File: src/design/freeCachePkg.sv
package freeCachePkg;

	// --------------------------------------------------
	// table geometry
	// --------------------------------------------------
	// entries 0..127 descriptor half, 128..255 object half
	localparam int TABLE_DEPTH = 256;
	localparam int ADDR_W = 8;

	// entry fields, selector sits above length in a table word
	localparam int SEL_W = 24;
	localparam int LEN_W = 32;

	// cachedMem and freeMem width
	localparam int MEM_W = 40;

	// --------------------------------------------------
	// command opcodes
	// --------------------------------------------------
	typedef enum logic [3:0] {
		opWrite,
		opClear,
		opFindFreeObject,
		opFindFreeEntry,
		opFindLength,
		opFindUsedEntry,
		opCalcCached,
		opMemClear,
		opMemAdd,
		opMemSub,
		opNone
	} cacheOpT;

	// scan sequencer states
	typedef enum logic [1:0] {stIdle, stWrite, stScan, stDrain} seqStateT;

endpackage

File: src/design/scanIf.sv
`timescale 1ns/1ps

interface scanIf #(
	// smallest supported depth
	parameter int TableDepth = 4,
	parameter type opT = logic,
	parameter type entryT = logic
);

	localparam int AddrW = $clog2(TableDepth);

	// from the sequencer
	opT op;
	logic start;
	logic scanning;
	logic writeEn;
	logic clearing;
	// from the address counter
	logic [AddrW-1:0] ramAddr;
	logic rdValid;
	logic [AddrW-1:0] rdAddr;
	logic rangeEnd;
	// from the table and the match unit
	entryT ramData;
	logic hit;

	modport seq (output op, start, scanning, writeEn, clearing, input hit, rangeEnd, rdValid);
	modport cnt (input op, start, scanning, hit, output ramAddr, rdValid, rdAddr, rangeEnd);
	modport ram (input ramAddr, writeEn, clearing, output ramData);
	modport match (input op, start, rdValid, rdAddr, ramData, output hit);

endinterface

File: src/design/scanSequencer.sv
`timescale 1ns/1ps

module scanSequencer (
	input logic CLK,
	input logic RESETn,
	input logic cmdStrobe,
	input freeCachePkg::cacheOpT cmdOp,
	output logic busy,
	scanIf.seq bus
);

	freeCachePkg::seqStateT state;
	freeCachePkg::cacheOpT opReg;
	logic startReg;
	logic tableCmd;

	// commands that touch the table
	// mem ops bypass the sequencer
	always_comb begin
		case (cmdOp)
			freeCachePkg::opWrite,
			freeCachePkg::opClear,
			freeCachePkg::opFindFreeObject,
			freeCachePkg::opFindFreeEntry,
			freeCachePkg::opFindLength,
			freeCachePkg::opFindUsedEntry,
			freeCachePkg::opCalcCached: tableCmd = 1'b1;
			default: tableCmd = 1'b0;
		endcase
	end

	// --------------------------------------------------
	// state machine
	// --------------------------------------------------
	always_ff @(posedge CLK) begin
		if (!RESETn) begin
			state <= freeCachePkg::stIdle;
			opReg <= freeCachePkg::opNone;
			startReg <= 1'b0;
		end else begin
			startReg <= 1'b0;
			case (state)
				freeCachePkg::stIdle: begin
					if (cmdStrobe && tableCmd) begin
						opReg <= cmdOp;
						if (cmdOp == freeCachePkg::opWrite) begin
							state <= freeCachePkg::stWrite;
						end else begin
							state <= freeCachePkg::stScan;
							startReg <= 1'b1;
						end
					end
				end
				// single write cycle
				freeCachePkg::stWrite: state <= freeCachePkg::stIdle;
				// stop issuing on first hit or last address
				freeCachePkg::stScan: if (bus.hit || bus.rangeEnd) state <= freeCachePkg::stDrain;
				// wait for the read pipeline to empty
				freeCachePkg::stDrain: if (!bus.rdValid) state <= freeCachePkg::stIdle;
				default: state <= freeCachePkg::stIdle;
			endcase
		end
	end

	assign busy = (state != freeCachePkg::stIdle);
	assign bus.op = opReg;
	assign bus.start = startReg;
	// counter loads during the start cycle, issue begins after it
	assign bus.scanning = (state == freeCachePkg::stScan) && !startReg;
	assign bus.writeEn = (state == freeCachePkg::stWrite);
	assign bus.clearing = bus.scanning && (opReg == freeCachePkg::opClear);

endmodule

File: src/flat_wrapper.sv
// flat-port wrapper written by rule: the top's interface ports become plain ports
module scanSequencer_flat 
  (CLK, RESETn, cmdStrobe, cmdOp, busy, bus_op, bus_start, bus_scanning, bus_writeEn, bus_clearing, bus_hit, bus_rangeEnd, bus_rdValid);
  scanIf bus_i ();
  input logic CLK;
  input logic RESETn;
  input logic cmdStrobe;
  input freeCachePkg::cacheOpT cmdOp;
  output logic busy;
  output wire logic [$bits(bus_i.op)-1:0] bus_op;
  output wire logic [$bits(bus_i.start)-1:0] bus_start;
  output wire logic [$bits(bus_i.scanning)-1:0] bus_scanning;
  output wire logic [$bits(bus_i.writeEn)-1:0] bus_writeEn;
  output wire logic [$bits(bus_i.clearing)-1:0] bus_clearing;
  input wire logic [$bits(bus_i.hit)-1:0] bus_hit;
  input wire logic [$bits(bus_i.rangeEnd)-1:0] bus_rangeEnd;
  input wire logic [$bits(bus_i.rdValid)-1:0] bus_rdValid;
  assign bus_op = bus_i.op;
  assign bus_start = bus_i.start;
  assign bus_scanning = bus_i.scanning;
  assign bus_writeEn = bus_i.writeEn;
  assign bus_clearing = bus_i.clearing;
  assign bus_i.hit = bus_hit;
  assign bus_i.rangeEnd = bus_rangeEnd;
  assign bus_i.rdValid = bus_rdValid;
  scanSequencer u_core (.CLK(CLK), .RESETn(RESETn), .cmdStrobe(cmdStrobe), .cmdOp(cmdOp), .busy(busy), .bus(bus_i));
endmodule
File: config.mk
export PLATFORM = sky130hd
export DESIGN_NAME = scanSequencer_flat
export DESIGN_NICKNAME = d
export VERILOG_FILES = /design/src/design/freeCachePkg.sv /design/src/design/scanIf.sv /design/src/design/scanSequencer.sv /design/src/flat_wrapper.sv
export SDC_FILE = /design/constraint.sdc
export NUM_CORES = 1
export LEC_CHECK = 0
export BUFFER_PORTS_ARGS = -buffer_cell sky130_fd_sc_hd__buf_2
export CAP_MARGIN = 20
export CELL_PAD_IN_SITES_DETAIL_PLACEMENT = 1
export CELL_PAD_IN_SITES_GLOBAL_PLACEMENT = 1
export CORE_AREA = 2 2 39 41
export CTS_BUF_LIST = sky130_fd_sc_hd__clkbuf_2
export DETAILED_ROUTE_END_ITERATION = 8
export DIE_AREA = 0 0 41 43
export MAX_ROUTING_LAYER = met4
export PLACE_DENSITY_LB_ADDON = 0.2
export SLEW_MARGIN = 20
export SYNTH_ARGS = -nofsm -noshare
export SYNTH_HDL_FRONTEND = slang
export SYNTH_SLANG_ARGS = --single-unit
File: constraint.sdc
create_clock -name CLK -period 1.5 [get_ports CLK]
set_input_delay 0 -clock CLK [delete_from_list [all_inputs] [get_ports CLK]]
set_output_delay 0 -clock CLK [all_outputs]
set_load 0.02 [all_outputs]
==> run metrics <==
Die X 41 um; largest net degree at the start of global routing 8; clk sink count 7; critical path required time 1.65 ns; leak pwr between 0.2 and 0.25 nW; clk slew on worst S/H paths approximately 0.07 ns; Initial DRT Pass Iterations 3; Most Used Layer, Global Route met2; Comb pwr share 24.1%; Post-Synthesis Net Count 49; WP buf/inv 0; die span in y about 43 um; Max VDD drop ~0.4 mV; status complete, no violations; endpoints failing setup 0; Via Count 353; Ys Warns 0; Global Route met3 Usage ~4.7%; final clock skew around 0.0026 ns; final period utilization around 85%; share of cells above drive strength 1 37.93%; number of synthesized flops with an enable pin 0; GRT Total Usage about 11%; Psw about 0.00014 W; Cell Area, Synth 365.4 um2; post-synthesis compound-gate area fraction between 10% and 20%; crit path DAT roughly 1.4 ns; Simple-Gate Fraction of Synth Area ~37%; area taken by multi-input logic gates between 200 and 250 um2; Post-CTS Resized 0; crit-path max FO 7; fin. max-slew vios 0; Max-slew headroom roughly 76%; diode count 0; Seq/Total Area, Yosys approximately two fifths; slowest stage cell, crit path dfxtp_1; Seq. cell area 140.1 um2; Placed Cells 70; total wire length between 700 and 800 um; flops & latches, synth 7; Area contributors post-synth dfxtp_1 (38%), mux2i_1 (8.2%), nor4b_4 (6.5%), nor2_1 (6.2%), nor4_4 (5.8%); Num CTS Buffers 3; Starting DRT DRC Count 2; Synth Area per Inst ~9.4 um2; mux share of post-synthesis cell area 8.219%; Critical path origin u_core.state[1]; Post-Synth Adder-Cell Area 0%; grt ovf 0; DP HPWL approximately 670 um; top cells by count, synth dfxtp_1 (7), nor2_1 (6), nand2_1 (5); MaxCap Viol Count 0; Boundary Pins 16; post-CTS setup buffers 0; dominant synthesized flop cell dfxtp_1; vias per inst about 4.8; Routability Congestion ~0.63; FP Rows 14; global-route track usage on met1 14.19%; Post-synth ARST share 0%; Yosys top cell area share a little under two fifths; critical path class reg -> reg; Area Growth Syn to Fin 31.51%; Synth Instances 39; clock latency on the worst-skew pair roughly 0.22 ns; CTS max path bufs 2; Starting Density 26.40%; Worst Hold Launch RESETn; final hold violations 0; reg2reg start u_core.state[1]; Net Sw Frac 30.52%; WL per Instance 10.43 um; DRC viols 0; dominant cell type by area after synthesis dfxtp_1; Tmin final 1.275 ns; Final Non-Filler Cells 74; initial antenna violation count 0; CP peak stage delay about 0.37 ns; port bufs 15; Core ar. approximately 0.0014 mm2; Pint ~0.00032 W; die area 0.001763 mm2; Detail Route Antenna Nets 0; grt met2 use 16.56%; Worst-Margin Slew approximately 0.36 ns; RSZ-0062 raised after global routing no; Fill cells between 150 and 200; htree depth 1; CTS root buf clkbuf_2; Post-CTS Hold Fix Bufs 0; vias in the first global route 332; sequential power share 46.1%; count leader, synth dfxtp_1; Final nets slightly below 70; first-pass GRT wire length between 1000 and 1500 um; PD cells ~960 mW/mm2; XOR/XNOR Fraction of Synth Area 0%; Clk pwr share between 20 and 30%; HP Class in -> reg; crit-path leading delay family simple AND/OR/NAND/NOR gates; critical path endpoint category flop; crit path cell chain or2_4 -> nor4b_4 -> mux2i_1; main combinational cell family by area after synthesis simple AND/OR/NAND/NOR gates; fmax a little under 800 MHz; CP Launch Type flop; count of different cell masters after synthesis 20; post-route setup TNS 0 ns; CTS tree done
-- kinds of logic (layout without fill, tap and decap cells) --
kind of cell	Yosys count	in the layout
AO/OA/AOI/OAI	6	6
flip-flops	7	7
AND/OR/NAND/NOR	20	20
buffers and inverters	3	22
multiplexers	3	3
-- flip-flops by register name, summed over array words and instances (netlist names) --
signal / flops
u_core.state: 2
u_core.bus.start: 1
u_core.opReg: 4
-- worst paths after layout --
check | endpoint | slack [ns] | cells after the start
max | u_core.opReg[2] | 0.23 | 3
min | u_core.opReg[3] | 0.01 | 2
max reg2reg | u_core.opReg[2] | 0.23 | 3
min reg2reg | u_core.opReg[3] | 0.48 | 2
-- area by class of cell --
type | count | area share (%)
clock buffer | 4 | 4.167
inverter | 3 | 2.344
multi-input combinational | 29 | 44.53
sequential | 7 | 29.17
tap | 16 | 4.167
timing repair buffer | 15 | 15.62
-- placed cells by master (no fill, tap or decap), drive strengths merged --
cell     Yosys  routed
o41ai        1       1
nand3        1       1
clkbuf       0       4
mux2i        3       3
inv          3       3
o21ai        1       1
a311oi       1       1
dfxtp        7       7
nor2b        1       1
nand2b       1       1
buf          0      15
nand2        5       5
or2          1       1
o21a         1       1
a21o         1       1
nand3b       1       1
nor2         6       6
nor4         2       2
nor4b        1       1
a2111oi      1       1
and4b        1       1
-- power groups by stage --
stage,registers [W],clock network [W],logic (W)
final,0.000211,0.000137,0.000111
after floorplan,0.000217,0,0.0000683
after global routing,0.000215,0.000159,0.000121
after global placement,0.000216,0,0.000113
after detailed placement,0.000216,0,0.000112
after CTS,0.000212,0.000146,0.000113
-- through the flow --
step                total power [W]  utilization (%)  hold WS [ns]  cell area, um2  setup slack (ns)
floorplan                 0.0002849                -       0.07623           365.4            0.2900
global placement          0.0003293            33.27        0.2641           460.4            0.2401
detailed placement        0.0003287            33.27        0.2473           460.4            0.2223
CTS                       0.0004702            34.72      0.005664           480.5            0.1979
global route              0.0004952            34.72       0.03048           480.5           0.07461
finish                    0.0004590            34.72       0.01332           480.5            0.2255
-- worst register-to-register path, delay by kind of cell (launching register included) --
kind / cells / cell delay, ns
mux: 1 / 0.22
flops: 1 / 0.37
simple gates: 2 / 0.62
-- routing by layer --
metal	vias to the layer above	share of wire [%]
met5	-	0
met4	0	0
met3	0	7.4
met2	14	45
met1	160	47
li1	179	-
Power figures use the tool's default switching activity.
