[config.mk]
export PLATFORM = sky130hd
export DESIGN_NAME = scanAddressCounter_flat
export DESIGN_NICKNAME = d
export VERILOG_FILES = /design/src/design/freeCachePkg.sv /design/src/design/scanIf.sv /design/src/design/scanAddressCounter.sv /design/src/flat_wrapper.sv
export SDC_FILE = /design/constraint.sdc
export NUM_CORES = 1
export LEC_CHECK = 0
export BUFFER_PORTS_ARGS = -buffer_cell sky130_fd_sc_hd__buf_2
export CORE_MARGIN = 2
export CORE_UTILIZATION = 40
export DETAILED_ROUTE_END_ITERATION = 7
export PLACE_DENSITY_LB_ADDON = 0.3
export SYNTH_ARGS = -nofsm -noshare
export SYNTH_HDL_FRONTEND = slang
export SYNTH_SLANG_ARGS = --single-unit
[constraint.sdc]
create_clock -name CLK -period 1.2 [get_ports CLK]
set_input_delay 0.06 -clock CLK [delete_from_list [all_inputs] [get_ports CLK]]
set_output_delay 0.06 -clock CLK [all_outputs]
set_load 0.01 [all_outputs]
[src/design/freeCachePkg.sv]
package freeCachePkg;

	// --------------------------------------------------
	// table geometry
	// --------------------------------------------------
	// entries 0..127 descriptor half, 128..255 object half
	localparam int TABLE_DEPTH = 256;
	localparam int ADDR_W = 8;

	// entry fields, selector sits above length in a table word
	localparam int SEL_W = 24;
	localparam int LEN_W = 32;

	// cachedMem and freeMem width
	localparam int MEM_W = 40;

	// --------------------------------------------------
	// command opcodes
	// --------------------------------------------------
	typedef enum logic [3:0] {
		opWrite,
		opClear,
		opFindFreeObject,
		opFindFreeEntry,
		opFindLength,
		opFindUsedEntry,
		opCalcCached,
		opMemClear,
		opMemAdd,
		opMemSub,
		opNone
	} cacheOpT;

	// scan sequencer states
	typedef enum logic [1:0] {stIdle, stWrite, stScan, stDrain} seqStateT;

endpackage

[src/design/scanIf.sv]
`timescale 1ns/1ps

interface scanIf #(
	// smallest supported depth
	parameter int TableDepth = 4,
	parameter type opT = logic,
	parameter type entryT = logic
);

	localparam int AddrW = $clog2(TableDepth);

	// from the sequencer
	opT op;
	logic start;
	logic scanning;
	logic writeEn;
	logic clearing;
	// from the address counter
	logic [AddrW-1:0] ramAddr;
	logic rdValid;
	logic [AddrW-1:0] rdAddr;
	logic rangeEnd;
	// from the table and the match unit
	entryT ramData;
	logic hit;

	modport seq (output op, start, scanning, writeEn, clearing, input hit, rangeEnd, rdValid);
	modport cnt (input op, start, scanning, hit, output ramAddr, rdValid, rdAddr, rangeEnd);
	modport ram (input ramAddr, writeEn, clearing, output ramData);
	modport match (input op, start, rdValid, rdAddr, ramData, output hit);

endinterface

[src/design/scanAddressCounter.sv]
`timescale 1ns/1ps

module scanAddressCounter #(
	parameter int TableDepth = freeCachePkg::TABLE_DEPTH,
	parameter int ReadLatency = 1
) (
	input logic CLK,
	input logic RESETn,
	scanIf.cnt bus
);

	localparam int AddrW = $clog2(TableDepth);

	logic [AddrW-1:0] addrReg;
	logic [AddrW-1:0] firstAddr;
	logic [AddrW-1:0] lastAddr;
	logic [ReadLatency-1:0] tagValid;
	logic [AddrW-1:0] tagAddr [ReadLatency];

	// range per op, object half is the upper half
	always_comb begin
		case (bus.op)
			freeCachePkg::opFindFreeObject,
			freeCachePkg::opFindLength,
			freeCachePkg::opCalcCached: begin
				firstAddr = AddrW'(TableDepth / 2);
				lastAddr = AddrW'(TableDepth - 1);
			end
			freeCachePkg::opFindFreeEntry,
			freeCachePkg::opFindUsedEntry: begin
				firstAddr = '0;
				lastAddr = AddrW'(TableDepth / 2 - 1);
			end
			// clear walks the whole table
			default: begin
				firstAddr = '0;
				lastAddr = AddrW'(TableDepth - 1);
			end
		endcase
	end

	assign bus.rangeEnd = bus.scanning && (addrReg == lastAddr);
	assign bus.ramAddr = addrReg;

	// --------------------------------------------------
	// scan address register
	// --------------------------------------------------
	// hit rewinds to the matching entry, range end holds the last address
	always_ff @(posedge CLK) begin
		if (!RESETn) begin
			addrReg <= '0;
		end else if (bus.start) begin
			addrReg <= firstAddr;
		end else if (bus.hit) begin
			addrReg <= bus.rdAddr;
		end else if (bus.scanning && !bus.rangeEnd) begin
			addrReg <= addrReg + 1'b1;
		end
	end

	// read tags, aligned with table read data
	always_ff @(posedge CLK) begin
		if (!RESETn) begin
			tagValid <= '0;
		end else begin
			tagValid[0] <= bus.scanning;
			for (int i = 1; i < ReadLatency; i++) tagValid[i] <= tagValid[i-1];
		end
	end

	always_ff @(posedge CLK) begin
		tagAddr[0] <= addrReg;
		for (int i = 1; i < ReadLatency; i++) tagAddr[i] <= tagAddr[i-1];
	end

	assign bus.rdValid = tagValid[ReadLatency-1];
	assign bus.rdAddr = tagAddr[ReadLatency-1];

endmodule

[src/flat_wrapper.sv]
// flat-port wrapper written by rule: the top's interface ports become plain ports
module scanAddressCounter_flat 
#(
	parameter int TableDepth = freeCachePkg::TABLE_DEPTH,
	parameter int ReadLatency = 1
)
  (CLK, RESETn, bus_op, bus_start, bus_scanning, bus_hit, bus_ramAddr, bus_rdValid, bus_rdAddr, bus_rangeEnd);
  scanIf #(.TableDepth(TableDepth)) bus_i ();
  input logic CLK;
  input logic RESETn;
  input wire logic [$bits(bus_i.op)-1:0] bus_op;
  input wire logic [$bits(bus_i.start)-1:0] bus_start;
  input wire logic [$bits(bus_i.scanning)-1:0] bus_scanning;
  input wire logic [$bits(bus_i.hit)-1:0] bus_hit;
  output wire logic [$bits(bus_i.ramAddr)-1:0] bus_ramAddr;
  output wire logic [$bits(bus_i.rdValid)-1:0] bus_rdValid;
  output wire logic [$bits(bus_i.rdAddr)-1:0] bus_rdAddr;
  output wire logic [$bits(bus_i.rangeEnd)-1:0] bus_rangeEnd;
  assign bus_i.op = bus_op;
  assign bus_i.start = bus_start;
  assign bus_i.scanning = bus_scanning;
  assign bus_i.hit = bus_hit;
  assign bus_ramAddr = bus_i.ramAddr;
  assign bus_rdValid = bus_i.rdValid;
  assign bus_rdAddr = bus_i.rdAddr;
  assign bus_rangeEnd = bus_i.rangeEnd;
  scanAddressCounter #(.TableDepth(TableDepth), .ReadLatency(ReadLatency)) u_core (.CLK(CLK), .RESETn(RESETn), .bus(bus_i));
endmodule
==> results by stage <==
Floorplan:
- The floorplan has 14 rows.
- For this design the top-level I/O count stands at 24.
- The y dimension of the die is 44.6 µm.
- The effective utilization at floorplan is 43.2%.
- The die width is 44.6 µm.
- The die covers just under 2000 µm².
- The core box area is 1520 µm².

Placed design:
- At the end of routability-driven placement, the weighted congestion stood at 0.709.
- The count of buffers added on input and output ports is 22.
- The total placed instance area is around 890 µm².
- The estimated wirelength of the detail-placed design is about 1.1 mm.

Hold path:
- The kind of path behind the tightest hold check is primary input to flop.

Clock network:
- Clock-pin slew was measured on the worst setup and hold paths at 0.09 ns.
- The count of hold-fix buffers inserted at cts is 0.
- The clock tree buffer depth is 2.
- The clock latency on the worst-skew pair is 0.28 ns.
- The master cell of the clock root buffer is sky130_fd_sc_hd__clkbuf_4.
- The number of H-tree branching levels is 1.
- The number of sinks on the clock net is 17.
- The CTS buffer count is 3.
- TritonCTS built the clock tree.

Logic synthesis:
- The synthesized design spends more area on one cell type than any other, namely sky130_fd_sc_hd__dfxtp_1.
- Among all cell types in the netlist, the one instantiated most often is sky130_fd_sc_hd__dfxtp_1.
- The total standard cell area after synthesis is 658 µm².
- Synthesis inferred 17 register bits.
- The netlist uses 26 different library cells.
- A synthesized cell averages 9.97 µm².
- When the netlist entered floorplanning its net count stood at 73.
- Synthesis produced a netlist whose cell count is 66.
- Summing the sequential cell areas from Yosys gives 51.7% of the chip area.
- Ranked by instance count, the synthesized netlist is headed by sky130_fd_sc_hd__dfxtp_1, sky130_fd_sc_hd__o21ai_0, sky130_fd_sc_hd__a211oi_1, sky130_fd_sc_hd__nor2_1, sky130_fd_sc_hd__a21oi_1.
- The share of async-settable or async-resettable flops after synthesis is 0%.
- Summed over its instances, the top area cell type makes up 51.7% of the synthesized netlist area.
- Yosys mapped a number of flops with a built-in enable equal to 0.
- The total of warnings raised by yosys is 0.
- Among all flip-flop cells after synthesis, the most frequent one is sky130_fd_sc_hd__dfxtp_1.
- After synthesis, the cell types taking the most area are sky130_fd_sc_hd__dfxtp_1, sky130_fd_sc_hd__a211oi_1, sky130_fd_sc_hd__o21ai_0.

Routing:
- The via count is 634.
- After detailed routing, the number of remaining DRC violations is 0.
- The ratio of routed vias to standard cells is 5.28.
- The count of TritonRoute iterations in the first routing pass is 4.
- After the first detailed-routing iteration, the DRC count stood at 16.
- In this run the remaining antenna-violating nets after routing total 0.
- After detailed routing, the average wire length per cell comes to 13.4 µm.
- The total wirelength of the detailed-routed design is 1.61 mm.

Outcome:
- The flow ran to the end, but the final reports show violations.
- The checks that failed: setup timing.

Critical path:
- Of all nets on the critical path, the largest fanout is 3.
- The category of the worst setup path capture point is a flop.
- For the worst setup path, the data arrival time is 1.47 ns.
- The worst setup path is launched from a flop.
- The kind of critical path is flop to flop.
- The required arrival time at the worst endpoint is 1.37 ns.

Final layout:
- Relative to the synthesized area, the layout overhead comes to 56.7%.
- The net total in the final layout is roughly 110.
- The post-route netlist has 56.7% of its cells at a drive strength greater than 1.
- The count of filler cells inserted in the layout is 119.
- The antenna diode count is 0.
- Once layout is complete, the utilization of the core stands at roughly 68%.
- Summing all non-filler instances in the final layout gives an area of 1030 µm².

Pwr:
- Power spread over the standard cell area amounts to 942 nW/µm².
- In this run the static leakage power is 0.441 nW.
- IR analysis of the VDD net gives a maximum drop of just under 0.9 mV.

Global route:
- The maximum number of pins on one net before global-route repair is 12.
- The combined global-route utilization of all metal layers is 17.5%.
- The first global-routing pass estimated 2.57 mm of wire.
- The initial antenna violation count is 0.
- The via count of the first global-routing pass is 588.
- Global routing finished with a remaining overflow of 0.

Timing:
- Setup slack on the critical path of the routed design comes to -0.103 ns.
- The number of failing hold endpoints at the final stage is 0.
- For this run, the top clock speed supported by timing is 768 MHz.
- The relative slew slack is about 82%.
- Setup violations remaining at the end of the flow were counted as 6.
- The final period demand of the worst path is 1.30 ns.
- The worst-margin pin slew is between 0.2 and 0.3 ns.
- Across the routed clock network, the largest skew measured is 0.00288 ns.
- The number of slew-limit violations in the final report came to 0.
- Setup repair after global routing could not meet its margin everywhere.
- In the finished design, the share of the clock period the worst path needs comes to 109%.

Job:
- The max capacitance violation total is 0.
-- metrics by stage --
stage               hold slack, ns  TNS (ns)  worst slack (ns)  std cells  power, mW
floorplan                    0.182   -0.0486           -0.0486         66      0.646
global placement             0.290   -0.0149           -0.0122        113      0.694
detailed placement           0.296   -0.0500           -0.0500        113      0.696
CTS                        0.00582    -0.395            -0.122        119      0.990
global route                0.0318    -0.776            -0.144        120       1.03
finish                      0.0154    -0.389            -0.103        120      0.971
-- worst max-delay path: stages, from the launching register on --
cell and delay (ns):
sky130_fd_sc_hd__dfxtp_4 0.37, sky130_fd_sc_hd__ha_4 0.15, sky130_fd_sc_hd__and4_4 0.25, sky130_fd_sc_hd__nand3_4 0.08
sky130_fd_sc_hd__nor4b_2 0.28, sky130_fd_sc_hd__a211oi_1 0.06
-- final timing paths --
path | startpoint | to | slack, ns | depth (start not counted)
hold reg to reg | u_core.bus.ramAddr[6] | u_core.tagAddr[0][6] | 0.42 | 0
setup reg to reg | u_core.bus.ramAddr[0] | u_core.bus.ramAddr[6] | -0.10 | 5
hold / removal | RESETn | u_core.bus.rdValid | 0.02 | 2
setup / recovery | u_core.bus.ramAddr[0] | u_core.bus.ramAddr[6] | -0.10 | 5
-- cell families (layout without fill, tap and decap cells) --
kind of cell | count (synthesis) | in the layout | synth area share [%]
flip-flops | 17 | 17 | 51.7
buffers and inverters | 3 | 41 | 1.71
XOR/XNOR | 1 | 1 | 1.33
adder cells (fa/ha/maj) | 1 | 1 | 1.90
AND/OR/NAND/NOR | 23 | 23 | 22.4
AO/OA/AOI/OAI | 20 | 20 | 19.4
multiplexers | 1 | 1 | 1.52
-- per-layer routing --
| metal | GRT usage [%] | vias up | share of wire, % |
|---|---|---|---|
| met5 | 0 | - | 0 |
| met4 | 5.45 | 0 | 0 |
| li1 | - | 324 | - |
| met2 | 28.4 | 13 | 49 |
| met1 | 23.0 | 297 | 46 |
| met3 | 3.67 | 0 | 4.2 |
-- repair_timing --
action                                  CTS  global route
endpoints found under the setup margin    4             9
buffers inserted                          2             1
gates resized for setup                   8            15
pin swaps                                 4             9
-- report_power, final --
part | switching, mW | total [mW] | internal, mW
Sequential | 0.0123 | 0.582 | 0.570
Combinational | 0.0545 | 0.0988 | 0.0443
Clock | 0.161 | 0.290 | 0.129
-- state kept, by name, indices dropped and copies added (netlist names) --
register	flops
u_core.bus.ramAddr	8
u_core.tagAddr	8
u_core.bus.rdValid	1
-- cells in the final DEF (no fill, tap or decap), types with 4 or more instances in the layout --
cell	synthesis	routed
sky130_fd_sc_hd__nor2_1	5	4
sky130_fd_sc_hd__buf_4	0	11
sky130_fd_sc_hd__o21ai_0	6	6
sky130_fd_sc_hd__dfxtp_4	0	6
sky130_fd_sc_hd__buf_2	0	21
sky130_fd_sc_hd__dfxtp_1	17	10
sky130_fd_sc_hd__a211oi_1	5	5
-- layout make-up --
cell class,instances,area [µm²],share of cell area (%)
clock buffers,4,26.3,2.55
inverters,2,7.51,0.728
well taps,16,20.0,1.94
flip-flops and latches,17,364,35.3
repair buffers,35,221,21.5
multi-input cells,46,392,38.0
(Power assumes the default switching activity.)
